===== src/common/tpu_pkg.sv =====
/*
 * Shared definitions for the TPU instruction front end
 *   widths and buffer sizing
 *   front end state enum
 *   host word, buffer entry and commit record structs
 */

package tpu_pkg;

	//////////////////////////////////////////////////////////////////////
	// Widths and sizing
	//////////////////////////////////////////////////////////////////////

	localparam int INSTR_WIDTH   = 32;						// Instruction word
	localparam int ID_WIDTH      = 8;						// Thread ID
	localparam int ISSUE_WIDTH   = 6;						// Issue number
	localparam int BUF_DEPTH     = 8;						// Instruction buffer entries

	// Count must reach BUF_DEPTH*4 before it saturates
	localparam int CNT_WIDTH     = $clog2(BUF_DEPTH * 4 + 1);

	localparam int BUF_PTR_WIDTH = $clog2(BUF_DEPTH);		// FIFO pointer
	localparam int BUF_OCC_WIDTH = $clog2(BUF_DEPTH + 1);	// FIFO occupancy, 0..DEPTH

	//////////////////////////////////////////////////////////////////////
	// Front end FSM
	//////////////////////////////////////////////////////////////////////

	typedef enum logic [2:0] {
		FE_IDLE   = 3'd0,		// Waiting for a job request
		FE_ISSUE  = 3'd1,		// Expecting the issue number
		FE_THREAD = 3'd2,		// Expecting the thread ID
		FE_INSTR  = 3'd3,		// Loading instructions
		FE_COMMIT = 3'd4		// One cycle commit report
	} fe_state_t;

	//////////////////////////////////////////////////////////////////////
	// Payload structs
	//////////////////////////////////////////////////////////////////////

	// Word from the host, v marks a live word
	typedef struct packed {
		logic                   v;
		logic [INSTR_WIDTH-1:0] data;
	} host_word_t;

	// One instruction buffer slot
	typedef struct packed {
		logic [ID_WIDTH-1:0]    thread_id;
		logic [INSTR_WIDTH-1:0] instr;
	} buf_entry_t;

	// Reported when a job terminates
	typedef struct packed {
		logic [ISSUE_WIDTH-1:0] issue_no;
		logic [CNT_WIDTH-1:0]   instr_count;
	} commit_t;

endpackage


===== src/frontend/frontend_fsm.sv =====
/*
 * Front end control FSM
 *   registers host controls and the buffer full flag
 *   walks issue number, thread ID and instruction words of a job
 *   drives buffer writes, counter control and the commit record
 */

`timescale 1ns/1ps

module frontend_fsm (
	input  logic                          clock,
	input  logic                          reset,
	input  logic                          en_exe,		// Execution enable
	input  logic                          req,			// Host request level
	input  logic                          term,			// Job termination
	input  tpu_pkg::host_word_t           word,
	input  logic                          full,			// Buffer full
	input  logic [tpu_pkg::CNT_WIDTH-1:0] count,
	output logic                          nack,
	output logic                          wr_en,
	output tpu_pkg::buf_entry_t           wr_entry,
	output logic                          cnt_clear,
	output logic                          cnt_incr,
	output logic                          commit_valid,
	output tpu_pkg::commit_t              commit_info,
	output logic                          busy,
	output tpu_pkg::fe_state_t            state
);
	import tpu_pkg::*;

	logic                   r_req;
	logic                   r_en_exe;
	logic                   r_term;
	logic                   r_full;
	host_word_t             r_word;
	logic                   accept;
	logic [ISSUE_WIDTH-1:0] issue_no;
	logic [ID_WIDTH-1:0]    thread_id;
	fe_state_t              next_state;

	//////////////////////////////////////////////////////////////////////
	// Input registration
	//////////////////////////////////////////////////////////////////////

	always_ff @(posedge clock) begin
		if (reset) begin
			r_req    <= 1'b0;
			r_en_exe <= 1'b0;
			r_term   <= 1'b0;
			r_full   <= 1'b0;
			r_word   <= '0;
		end else begin
			r_req    <= req;
			r_en_exe <= en_exe;
			r_term   <= term;
			r_full   <= full;
			r_word   <= word;
		end
	end

	// A late word arriving while full is simply dropped
	assign accept = r_req & r_en_exe & r_word.v & ~r_full;

	//////////////////////////////////////////////////////////////////////
	// State machine
	//////////////////////////////////////////////////////////////////////

	always_comb begin
		next_state = state;
		case (state)
			FE_IDLE: begin
				if (r_req) begin
					// Issue word may already ride along with the request
					next_state = accept ? FE_THREAD : FE_ISSUE;
				end
			end
			FE_ISSUE: begin
				if (r_term) next_state = FE_COMMIT;
				else if (accept) next_state = FE_THREAD;
			end
			FE_THREAD: begin
				if (r_term) next_state = FE_COMMIT;
				else if (accept) next_state = FE_INSTR;
			end
			FE_INSTR: begin
				if (r_term) next_state = FE_COMMIT;
			end
			FE_COMMIT: next_state = FE_IDLE;
			default:   next_state = FE_IDLE;
		endcase
	end

	always_ff @(posedge clock) begin
		if (reset) state <= FE_IDLE;
		else state <= next_state;
	end

	// Job header fields
	always_ff @(posedge clock) begin
		if (state == FE_IDLE && r_req) begin
			issue_no <= accept ? r_word.data[ISSUE_WIDTH-1:0] : '0;
		end else if (state == FE_ISSUE && accept) begin
			issue_no <= r_word.data[ISSUE_WIDTH-1:0];
		end
		if (state == FE_THREAD && accept) begin
			thread_id <= r_word.data[ID_WIDTH-1:0];
		end
	end

	assign wr_en                   = (state == FE_INSTR) & accept;
	assign wr_entry.thread_id      = thread_id;
	assign wr_entry.instr          = r_word.data;
	assign cnt_clear               = (state == FE_IDLE) & r_req;	// Job start
	assign cnt_incr                = wr_en;
	assign commit_valid            = state == FE_COMMIT;
	assign commit_info.issue_no    = issue_no;
	assign commit_info.instr_count = count;
	assign busy                    = state != FE_IDLE;
	assign nack                    = r_full;

	// Registered full lags a cycle, a write must still find room
	assert property (@(posedge clock) disable iff (reset) wr_en |-> !full);

	assert property (@(posedge clock) disable iff (reset) commit_valid |=> !commit_valid);

endmodule


===== src/frontend/instr_counter.sv =====
/*
 * Instruction counter for the current job
 *   cleared at job start, saturates at all ones
 */

`timescale 1ns/1ps

module instr_counter (
	input  logic                          clock,
	input  logic                          reset,
	input  logic                          clear,		// Job start
	input  logic                          incr,			// One instruction loaded
	output logic [tpu_pkg::CNT_WIDTH-1:0] count
);
	import tpu_pkg::*;

	logic at_max;

	assign at_max = &count;

	always_ff @(posedge clock) begin
		if (reset) begin
			count <= '0;
		end else if (clear) begin
			count <= '0;
		end else if (incr && !at_max) begin
			count <= count + CNT_WIDTH'(1);	// Hold at max, no wrap
		end
	end

	// Start of a job and an instruction write cannot overlap
	assert property (@(posedge clock) disable iff (reset) !(incr && clear));

endmodule


===== src/verilog/instr_buffer.sv =====
/*
 * Instruction buffer
 *   circular FIFO of buffer entries
 *   single cycle write, fall-through read, full flag
 */

`timescale 1ns/1ps

module instr_buffer (
	input  logic                clock,
	input  logic                reset,
	input  logic                wr_en,
	input  tpu_pkg::buf_entry_t wr_entry,
	input  logic                rd_pop,		// Back end consumes head
	output logic                rd_valid,
	output tpu_pkg::buf_entry_t rd_entry,
	output logic                full
);
	import tpu_pkg::*;

	buf_entry_t               mem [BUF_DEPTH];
	logic [BUF_PTR_WIDTH-1:0] wr_ptr;
	logic [BUF_PTR_WIDTH-1:0] rd_ptr;
	logic [BUF_OCC_WIDTH-1:0] occupancy;
	logic                     push;
	logic                     pop;

	// Wraps at BUF_DEPTH, also for depths that are not a power of two
	function automatic logic [BUF_PTR_WIDTH-1:0] ptr_next(input logic [BUF_PTR_WIDTH-1:0] ptr);
		if (ptr == BUF_PTR_WIDTH'(BUF_DEPTH - 1)) begin
			return '0;
		end
		return ptr + BUF_PTR_WIDTH'(1);
	endfunction

	assign full     = occupancy == BUF_OCC_WIDTH'(BUF_DEPTH);
	assign rd_valid = occupancy != '0;
	assign push     = wr_en & ~full;		// Never overwrite
	assign pop      = rd_pop & rd_valid;	// Pop on empty ignored
	assign rd_entry = mem[rd_ptr];

	//////////////////////////////////////////////////////////////////////
	// Storage and pointers
	//////////////////////////////////////////////////////////////////////

	always_ff @(posedge clock) begin
		if (push) mem[wr_ptr] <= wr_entry;
	end

	always_ff @(posedge clock) begin
		if (reset) begin
			wr_ptr    <= '0;
			rd_ptr    <= '0;
			occupancy <= '0;
		end else begin
			if (push) wr_ptr <= ptr_next(wr_ptr);
			if (pop) rd_ptr <= ptr_next(rd_ptr);
			case ({push, pop})
				2'b10:   occupancy <= occupancy + BUF_OCC_WIDTH'(1);
				2'b01:   occupancy <= occupancy - BUF_OCC_WIDTH'(1);
				default: occupancy <= occupancy;	// Idle or push+pop
			endcase
		end
	end

	assert property (@(posedge clock) disable iff (reset) wr_en |-> !full);

	// Head entry holds until the back end takes it
	assert property (@(posedge clock) disable iff (reset)
		rd_valid && !rd_pop |=> $stable(rd_entry));

endmodule


===== src/verilog/tpu_frontend_top.sv =====
/*
 * TPU instruction front end top level
 *   control FSM, instruction counter and instruction buffer
 */

`timescale 1ns/1ps

module tpu_frontend_top (
	input  logic                clock,
	input  logic                reset,
	input  logic                en_exe,
	input  logic                req,
	input  logic                term,
	input  tpu_pkg::host_word_t word,
	input  logic                rd_pop,
	output logic                nack,
	output logic                rd_valid,
	output tpu_pkg::buf_entry_t rd_entry,
	output logic                commit_valid,
	output tpu_pkg::commit_t    commit_info,
	output logic                busy
);
	import tpu_pkg::*;

	logic                 wr_en;
	buf_entry_t           wr_entry;
	logic                 full;
	logic                 cnt_clear;
	logic                 cnt_incr;
	logic [CNT_WIDTH-1:0] count;
	fe_state_t            fsm_state;		// Observed by the testbench

	frontend_fsm u_fsm (
		.clock        (clock),
		.reset        (reset),
		.en_exe       (en_exe),
		.req          (req),
		.term         (term),
		.word         (word),
		.full         (full),
		.count        (count),
		.nack         (nack),
		.wr_en        (wr_en),
		.wr_entry     (wr_entry),
		.cnt_clear    (cnt_clear),
		.cnt_incr     (cnt_incr),
		.commit_valid (commit_valid),
		.commit_info  (commit_info),
		.busy         (busy),
		.state        (fsm_state)
	);

	instr_counter u_counter (
		.clock (clock),
		.reset (reset),
		.clear (cnt_clear),
		.incr  (cnt_incr),
		.count (count)
	);

	instr_buffer u_buffer (
		.clock    (clock),
		.reset    (reset),
		.wr_en    (wr_en),
		.wr_entry (wr_entry),
		.rd_pop   (rd_pop),
		.rd_valid (rd_valid),
		.rd_entry (rd_entry),
		.full     (full)
	);

endmodule


===== config.mk =====
export PLATFORM = sky130hd
export DESIGN_NAME = tpu_frontend_top
export DESIGN_NICKNAME = d
export VERILOG_FILES = /design/src/common/tpu_pkg.sv /design/src/frontend/frontend_fsm.sv /design/src/frontend/instr_counter.sv /design/src/verilog/instr_buffer.sv /design/src/verilog/tpu_frontend_top.sv
export SDC_FILE = /design/constraint.sdc
export NUM_CORES = 1
export LEC_CHECK = 0
export ABC_CLOCK_PERIOD_IN_PS = 5540
export BUFFER_PORTS_ARGS = -buffer_cell sky130_fd_sc_hd__buf_4
export CORE_UTILIZATION = 60
export CTS_CLUSTER_DIAMETER = 100
export CTS_CLUSTER_SIZE = 14
export DETAILED_ROUTE_END_ITERATION = 8
export GPL_ROUTABILITY_DRIVEN = 1
export PLACE_DENSITY = 0.79
export SYNTH_ARGS = -nofsm -noshare
export SYNTH_HDL_FRONTEND = slang
export SYNTH_SLANG_ARGS = --single-unit

===== constraint.sdc =====
create_clock -name clock -period 5.54 [get_ports clock]
set_clock_uncertainty 0.1 [all_clocks]
set_input_delay 1.108 -clock clock [delete_from_list [all_inputs] [get_ports clock]]
set_output_delay 1.108 -clock clock [all_outputs]
set_load 0.005 [all_outputs]

==> results of run 1 <==
-- final cells by class --
class                           count  area [µm²]  area share
Clock inverter                      3        48.8     0.00290
Inverter                            3        11.3    0.000670
Tap cell                          319         399      0.0238
Multi-Input combinational cell    276        3330       0.198
Sequential cell                   393       11200       0.668
Clock buffer                       59         966      0.0575
Timing Repair Buffer              110         826      0.0491
Antenna cell                        1        2.50    0.000149
-- synthesized netlist by cell type (4+ instances only) --
cell type  count
nor3_1         4
buf_6         10
nor2b_1       37
ha_1           8
mux4_2        80
or3_1          4
nand3_1        9
edfxtp_1     334
a21oi_1       12
dfxtp_1       59
nand2_1       14
mux2_2        41
clkbuf_1      15
and2_1         7
nor2_1        14
o21ai_0        7
-- worst max-delay path: stages (launching register included) --
cell and delay [ns]:
dfxtp_4 0.91, buf_4 0.44, mux4_2 0.56, mux2_2 0.28, buf_4 0.14
-- power groups by stage --
stage / logic (mW) / clock network (mW) / registers (mW)
finish: 0.0574 / 2.19 / 3.24
global route: 0.0623 / 2.34 / 3.25
CTS: 0.0581 / 2.22 / 3.24
detailed placement: 0.0575 / 0 / 3.31
global placement: 0.0563 / 0 / 3.30
floorplan: 0.0240 / 0 / 3.29
-- registers in the layout (all words and copies together) (netlist names), named ones only --
| signal | cells |
|---|---|
| u_buffer.mem | 320 |
| u_fsm.wr_entry | 32 |
| u_fsm.thread_id | 8 |
| u_counter.count | 6 |
| u_fsm.issue_no | 6 |
| u_buffer.occupancy | 4 |
| u_buffer.rd_ptr | 3 |
| u_buffer.wr_ptr | 3 |
| u_fsm.state | 3 |
| u_fsm.nack | 1 |
| u_fsm.r_en_exe | 1 |
| u_fsm.r_req | 1 |
| u_fsm.r_term | 1 |
| u_fsm.r_word | 1 |
-- through the flow --
| stage | util | cells | power (mW) | setup slack [ns] |
|---|---|---|---|---|
| 3_5_place_dp | 0.665 | 1101 | 3.36 | 1.91 |
| 6_report | 0.707 | 1164 | 5.49 | 1.43 |
| 5_1_grt | 0.707 | 1163 | 5.64 | 1.22 |
| 2_1_floorplan | - | 703 | 3.32 | 1.24 |
| 4_1_cts | 0.707 | 1163 | 5.52 | 1.34 |
| 3_3_place_gp | 0.665 | 1101 | 3.36 | 1.96 |
-- final timing paths --
path                                   start                             to  slack (ns)  depth (start not counted)
max reg2reg      u_fsm.state[1]$_SDFFE_PP0P_  u_buffer.mem[2][29]$_DFFE_PP_        2.40                          5
min          u_buffer.rd_ptr[2]$_SDFFE_PP0N_                           flop        0.38                          2
max                                     flop                    rd_entry[8]        1.43                          4
min reg2reg  u_buffer.rd_ptr[2]$_SDFFE_PP0N_                           flop        0.38                          2
-- metal layers --
metal | part of all wire | vias to the layer above | track usage
met3 | 0.056 | 51 | 0.0444
met5 | 0 | - | 0
met4 | 0.022 | 0 | 0.0783
met2 | 0.52 | 264 | 0.410
met1 | 0.40 | 3683 | 0.309
li1 | - | 3070 | -
-- cell families (layout without fill, tap and decap cells) --
logic type / Yosys count / after routing / share of synthesized area
AOI/OAI and AO/OA: 29 / 29 / 0.0122
xor gates and xnor gates: 3 / 3 / 0.00179
adders and majority gates: 8 / 8 / 0.00681
DFF: 393 / 393 / 0.763
other: 0 / 1 / 0
muxes: 123 / 123 / 0.155
and+or+nand+nor: 113 / 113 / 0.0466
buffers and inverters: 34 / 175 / 0.0145
-- placed cells by master, fill, tap and decap left out, drive strengths merged, types with 2 or more instances in the layout --
cell | Yosys | final
a21o | 2 | 2
a21oi | 12 | 12
and2 | 7 | 7
and3 | 4 | 4
and3b | 2 | 2
buf | 15 | 110
clkbuf | 16 | 59
clkinv | 0 | 3
dfxtp | 59 | 59
edfxtp | 334 | 334
ha | 8 | 8
inv | 3 | 3
mux2 | 41 | 41
mux2i | 2 | 2
mux4 | 80 | 80
nand2 | 14 | 14
nand2b | 2 | 2
nand3 | 9 | 9
nand3b | 2 | 2
nor2 | 14 | 14
nor2b | 37 | 37
nor3 | 4 | 4
nor3b | 3 | 3
nor4b | 2 | 2
o21ai | 7 | 7
or3 | 5 | 5
or3b | 2 | 2
or4 | 2 | 2
xor2 | 3 | 3
==> results.cfg, run 1 <==
[synthesis]
ys_async_sr_fraction = 0
netlist_instances = 703
ys_ff_latch = 393
synth-main-ff-cell = edfxtp_1
yosys.area.top_type = edfxtp_1
synth_edf_count = 334
yosys_warnings = 0
synth.avg_cell_area_um2 = 20.9
syn_nets = 750
ys_types = 48
synth_top_area_frac = 0.682
synth_area_leaders = edfxtp_1 (68%), mux4_2 (12%), dfxtp_1 (8.0%)
syn-cell-area_um2 = 14700
ys_seq_area_frac = 0.763

[sta]
timing.final.crit_share = 0.741
fin_crit_ns = 4.11
finalHoldViolations = 0
setup-violations-final = 0
worstMarginPinSlew_ns = 1.18
finalMaxSlewViolations = 0
setup-tns-final_ns = 0
slew_headroom = 0.214
rsz0062_at_grt = no
max_freq_mhz = 244
hold_slack_ns = 0.378

[placement]
hpwl_mm = 15.9
gp_congestion = 0.721
portBuffers = 94
postPlaceCellArea_um2 = 15800

[floorplanning]
io_pins = 95
fp.dieW_um = 159
die-area_um2 = 25100
std_cell_rows = 56
start_util = 0.619
die_y_um = 159
core_area_um2 = 23800

[worst_setup_path]
crit_path_end_kind = output port
crit_required_ns = 4.33
path_class = flop to output port
critPathMaxFanout = 42
critPathLaunchType = flop
cp.arrival_ns = 2.90

[grt]
grt_usage = 0.239
grt_pass1_wl_mm = 43.0
grt-ovfl-total = 0
antenna_found_initial = 1
grt_pass1_vias = 7574
grt_max_degree = 81

[clock_tree]
cts-root-buf = clkbuf_16
hold_buffers = 0
cts_max_level = 2
ctsResizeCount = 0
clk_pin_slew_ns = 0.07
cts_buffers = 34
cts_tree = built
clock-sinks = 393
post_cts.repair.setup_buffers = 0
clock_latency_ns = 0.52
clockBufferDepth = 3

[routing]
num_vias = 7068
first_pass_iters = 5
drt_iter0_drc = 663
vias_per_cell = 6.07
drt-wirelength-per-cell_um = 24.4
ant_nets = 0
routed_wirelength_mm = 28.4
drc = 0

[outcome]
status = complete, no violations

[power_and_ir_drop]
peakVddDrop_uv = 211
p_per_area_nw_per_um2 = 327
cellInternalPower_mw = 4.44
p_comb_frac = 0.010
seq_power_share = 0.590
clockPowerShare = 0.399
p_leak_nw = 5.48
swShare = 0.192
power.switching_mw = 1.05

[finish]
area_growth_pct = 14.3
final.fill_count = 1392
nNetsFinal = 865
final_area_um2 = 16800
drive_above_1_share = 0.344

[run]
drv_cap = 0

[min_path]
hold_path.class = flop to flop
No activity file was read; power rests on OpenSTA's default activity.
==> run 2, diff against run 1 <==
--- a/config.mk
+++ b/config.mk
@@ -5,14 +5,15 @@
 export SDC_FILE = /design/constraint.sdc
 export NUM_CORES = 1
 export LEC_CHECK = 0
-export ABC_CLOCK_PERIOD_IN_PS = 5540
+export ABC_AREA = 1
+export ABC_CLOCK_PERIOD_IN_PS = 3750
 export BUFFER_PORTS_ARGS = -buffer_cell sky130_fd_sc_hd__buf_4
-export CORE_UTILIZATION = 60
+export CORE_UTILIZATION = 54
 export CTS_CLUSTER_DIAMETER = 100
 export CTS_CLUSTER_SIZE = 14
 export DETAILED_ROUTE_END_ITERATION = 8
 export GPL_ROUTABILITY_DRIVEN = 1
-export PLACE_DENSITY = 0.79
+export PLACE_DENSITY = 0.75
 export SYNTH_ARGS = -nofsm -noshare
 export SYNTH_HDL_FRONTEND = slang
 export SYNTH_SLANG_ARGS = --single-unit
==> constraint.sdc (replaced) <==
create_clock -name clock -period 3.75 [get_ports clock]
set_clock_uncertainty 0.1 [all_clocks]
set_input_delay 0.75 -clock clock [delete_from_list [all_inputs] [get_ports clock]]
set_output_delay 0.75 -clock clock [all_outputs]
set_load 0.005 [all_outputs]
==> results.cfg, run 2 <==
[routing]
vias_per_cell = 5.40
first_pass_iters = 5
drt-wirelength-per-cell_um = 18.0
drc = 0
drt_iter0_drc = 872
ant_nets = 0
routed_wirelength_mm = 30.8
num_vias = 9234

[synthesis]
synth_edf_count = 334
ys_ff_latch = 393
yosys-top-cells-count = edfxtp_1 (334), nor2_1 (223), nand2_1 (157)
synth.avg_cell_area_um2 = 12.4
yosys.area.top_type = edfxtp_1
synth_top_area_frac = 0.661
syn_nets = 1270
ys_seq_area_frac = 0.738
netlist_instances = 1223
synth_area_leaders = edfxtp_1 (66%), dfxtp_1 (7.8%), nor2_1 (5.5%)
ys_types = 31
syn-cell-area_um2 = 15200
yosys_warnings = 0
ys_async_sr_fraction = 0
synth-main-ff-cell = edfxtp_1
yosysMostFrequentCell = edfxtp_1

[finish]
top_register = u_buffer.mem
final_cells = 1711
num_antenna_cells = 0
layout_common_cells = edfxtp_1 (334), nor2_1 (223), nand2_1 (157), o21ai_0 (145), buf_4 (109)
area_growth_pct = 14.0
nNetsFinal = 1356
largest_reg_flops = 320
drive_above_1_share = 0.127
layout_commonest_cell = edfxtp_1

[clock_tree]
cts_max_level = 2
clk_pin_slew_ns = 0.06
clock_latency_ns = 0.51
clock-sinks = 393
clockBufferDepth = 3
cts_tree = built
cts_buffers = 34
ctsResizeCount = 0
cts-root-buf = clkbuf_16
hold_buffers = 0
post_cts.repair.setup_buffers = 0

[power_and_ir_drop]
peakVddDrop_uv = 332
p_leak_nw = 6.24
p_per_area_nw_per_um2 = 633

[outcome]
status = complete, no violations

[grt]
grt.met2_usage = 0.372
grt_max_degree = 90
antenna_found_initial = 0
grt_pass1_vias = 9033
met1_usage = 0.295
grt_pass1_wl_mm = 48.2
grt-ovfl-total = 0
grt.busiest_layer = met2
grt_usage = 0.219
grt_use_met3 = 0.0289

[sta]
worstMarginPinSlew_ns = 0.965
timing.final.crit_share = 0.865
finalHoldViolations = 0
max_freq_mhz = 308
rsz0062_at_grt = no
finalMaxSlewViolations = 0
slew_headroom = 0.354
fin_crit_ns = 3.24
hold_slack_ns = 0.338
setup-violations-final = 0

[placement]
gp_congestion = 0.753
portBuffers = 94
dpl.cell_count = 1651
hpwl_mm = 16.9

[worst_setup_path]
crit_required_ns = 2.90
rr_startpoint = u_fsm.state[1]$_SDFFE_PP0P_
critPathLaunchType = flop
ff2ff_path_depth = 5
path_class = flop to output port
crit_path_end_kind = output port
rr_endpoint = u_buffer.mem[0][18]$_DFFE_PP_
reg2reg_slack_ns = 1.33
cp.arrival_ns = 2.39
critPathMaxFanout = 89

[floorplanning]
fp.dieW_um = 170
die-area_um2 = 28800
core_area_um2 = 27700
io_pins = 95
die_y_um = 170
std_cell_rows = 61
start_util = 0.548

[min_path]
hold_path.class = input port to flop
hold_path_depth = 3
whs_endpoint = u_fsm.wr_entry[7]$_SDFF_PP0_
hold_start = word[7]

[run]
drv_cap = 0
run 2: area by class of cell:
class                      count  area [µm²]
tap                          378         473
clock inverter                 1        16.3
inverter                      75         283
fill                        2045       10400
timing repair buffer         113         898
sequential                   393       11200
clock buffer                  59        1010
multi-input combinational    692        3410
run 2: critical path: stages (launching register included):
cell	delay, ns
dfxtp_4	0.64
buf_12	0.40
nor2_1	0.11
nor2_1	0.12
o21ai_0	0.12
o21ai_0	0.14
nand2_1	0.08
nand2_1	0.11
buf_4	0.11
run 2: routing by layer:
metal	routed length, µm	vias to the layer above
met3	1910	53
met1	13100	4409
li1	-	4444
met5	0	-
met2	15100	328
met4	643	0
run 2: how the worst max path moves through the flow:
stage | to | startpoint | slack [ns] | cells after the start
2_1_floorplan | u_buffer.mem[0][0]$_DFFE_PP_ | u_fsm.r_req$_SDFF_PP0_ | -1.58 | 5
3_3_place_gp | rd_entry[26] | flop | 1.10 | 6
3_5_place_dp | rd_entry[6] | flop | 1.04 | 8
4_1_cts | rd_entry[2] | flop | 0.48 | 8
5_1_grt | rd_entry[6] | flop | 0.35 | 8
6_report | rd_entry[2] | flop | 0.51 | 8
run 2: through the flow:
step                      setup TNS, ns  setup WS [ns]  total power [mW]  utilization  instance area (µm²)
after floorplan                 -505.94          -1.58              6.76            -                15200
after CTS                             0          0.480              11.0        0.625                17300
after global routing                  0          0.352              11.5        0.625                17300
after global placement                0           1.10              7.73        0.588                16300
after detailed placement              0           1.04              7.80        0.588                16300
final                                 0          0.508              11.0        0.625                17300
run 2: report_power, final:
part           switching [mW]  total, mW  leakage (nW)  internal, mW
clock network            1.44       3.27         0.489          1.83
logic                    1.57       2.67          2.27          1.10
registers               0.205       5.02          3.49          4.82
run 2: cell families after synthesis:
logic type / share of synthesized area
simple gates: 0.108
compound gates: 0.0785
flops: 0.738
xor+xnor: 0.00173
fa+ha+maj: 0.00659
mux: 0.0264
buf+inv: 0.0404
==> run 3, diff against run 2 <==
--- a/config.mk
+++ b/config.mk
@@ -8,12 +8,16 @@
 export ABC_AREA = 1
 export ABC_CLOCK_PERIOD_IN_PS = 3750
 export BUFFER_PORTS_ARGS = -buffer_cell sky130_fd_sc_hd__buf_4
-export CORE_UTILIZATION = 54
+export CELL_PAD_IN_SITES_DETAIL_PLACEMENT = 1
+export CELL_PAD_IN_SITES_GLOBAL_PLACEMENT = 2
+export CORE_UTILIZATION = 38
 export CTS_CLUSTER_DIAMETER = 100
 export CTS_CLUSTER_SIZE = 14
 export DETAILED_ROUTE_END_ITERATION = 8
 export GPL_ROUTABILITY_DRIVEN = 1
-export PLACE_DENSITY = 0.75
+export GPL_TIMING_DRIVEN = 0
+export HOLD_SLACK_MARGIN = 0.15
+export PLACE_DENSITY_LB_ADDON = 0.1
 export SYNTH_ARGS = -nofsm -noshare
 export SYNTH_HDL_FRONTEND = slang
 export SYNTH_SLANG_ARGS = --single-unit
==> results.cfg, run 3 (synthesis gave the netlist of run 2 again) <==
[sta]
timing.final.crit_share = 0.854
finalHoldViolations = 0
worstMarginPinSlew_ns = 1.14
fin_crit_ns = 3.20
finalMaxSlewViolations = 0
hold_slack_ns = 0.320
rsz0062_at_grt = no
layout_setup_ws_ns = 0.548
setup-violations-final = 0
slew_headroom = 0.232
max_freq_mhz = 312

[power_and_ir_drop]
clockPowerShare = 0.293
cellInternalPower_mw = 7.77
p_per_area_nw_per_um2 = 635
seq_power_share = 0.429
p_comb_frac = 0.278
power_mw = 11.5
p_leak_nw = 6.63
peakVddDrop_uv = 242
power.switching_mw = 3.70
swShare = 0.323

[worst_setup_path]
critPathLaunchType = flop
cp.arrival_ns = 2.35
crit_required_ns = 2.90
critPathMaxFanout = 10
path_class = flop to output port
crit_path_end_kind = output port

[placement]
portBuffers = 93
place_ws_ns = 0.706
dpl.cell_count = 1891
postPlaceCellArea_um2 = 17000
gp_congestion = 0.771
hpwl_mm = 27.5

[floorplanning]
std_cell_rows = 72
io_pins = 95
core_area_um2 = 39000
die-area_um2 = 40800
start_util = 0.389
fp.dieW_um = 202
die_y_um = 202

[outcome]
status = complete, no violations

[grt]
grt_max_degree = 16
grt_pass1_wl_mm = 62.8
grt-ovfl-total = 0
grt_pass1_vias = 10300
grt_usage = 0.203
antenna_found_initial = 0

[clock_tree]
cts_tree = built
clockBufferDepth = 3
hold_buffers = 0
post_cts.repair.setup_buffers = 0
clock_latency_ns = 0.53
cts_max_level = 2
clock-sinks = 393
clk_pin_slew_ns = 0.07
ctsResizeCount = 0
cts_buffers = 34
cts-root-buf = clkbuf_16

[finish]
layout_commonest_cell = edfxtp_1
num_antenna_cells = 0
area_growth_pct = 18.9
top_register = u_buffer.mem
layout_common_cells = edfxtp_1 (334), nor2_1 (223), nand2_1 (157), buf_4 (151), o21ai_0 (145)
final_cells = 1953
drive_above_1_share = 0.167
final_area_um2 = 18100
nNetsFinal = 1456
largest_reg_flops = 320

[routing]
ant_nets = 0
drt-wirelength-per-cell_um = 20.8
vias_per_cell = 5.00
num_vias = 9768
first_pass_iters = 5
drc = 0
drt_iter0_drc = 661
routed_wirelength_mm = 40.6

[run]
drv_cap = 0

[min_path]
hold_path.class = input port to flop
## run 3: cell count changes in the layout (fill, tap and decap cells not counted), moves of 2 or more
cell | previous run | this run
buf_1 | 0 | 4
buf_12 | 4 | 0
buf_2 | 0 | 18
buf_4 | 109 | 151
buf_6 | 0 | 13
clkbuf_1 | 22 | 47
clkbuf_16 | 37 | 35
clkbuf_2 | 0 | 4
clkinv_8 | 1 | 3
dfxtp_1 | 56 | 59
dfxtp_4 | 2 | 0
## run 3: critical path: stages, from the launching register on
cell      delay [ns]
dfxtp_1         0.50
clkbuf_1        0.56
o21ai_0         0.21
o22ai_1         0.21
nand2_1         0.07
nand2_1         0.14
buf_4           0.13
## run 3: per-stage QoR
stage,TNS (ns),utilization
after global placement,-1895.27,0.424
after floorplan,-505.94,-
after detailed placement,0,0.437
after global routing,0,0.463
after CTS,0,0.463
final,0,0.463
## run 3: final cells by class
type / instances / area, µm²
tap: 518 / 648
fill: 4121 / 21000
clock inverter: 3 / 48.8
multi-input combinational: 692 / 3410
sequential: 393 / 11200
timing repair buffer: 150 / 1160
clock buffer: 59 / 966
inverter: 75 / 282
buffer: 63 / 332
## run 3: path summary, 6_finish.rpt
path	startpoint	endpoint	slack (ns)	cells after the start
worst max-delay path	flop	rd_entry[19]	0.55	6
worst min-delay path	word[22]	u_fsm.wr_entry[22]$_SDFF_PP0_	0.32	3
worst max register to register	u_fsm.r_req$_SDFF_PP0_	u_buffer.mem[0][18]$_DFFE_PP_	0.81	9
worst min register to register	u_counter.count[4]$_SDFFE_PP0P_	u_counter.count[4]$_SDFFE_PP0P_	0.37	2
## run 3: power by group through the flow
stage	Sequential (mW)	Combinational, mW	Clock (mW)
2_1_floorplan	4.97	1.79	0
3_3_place_gp	5.01	3.21	0
3_5_place_dp	5.02	3.26	0
4_1_cts	4.92	3.28	3.43
5_1_grt	4.93	3.56	3.57
6_report	4.92	3.19	3.36
## run 3: routing by layer
metal | global-route usage | share of wire
met3 | 0.0256 | 0.038
met4 | 0.0601 | 0.024
met2 | 0.343 | 0.48
met1 | 0.275 | 0.46
met5 | 0 | 0
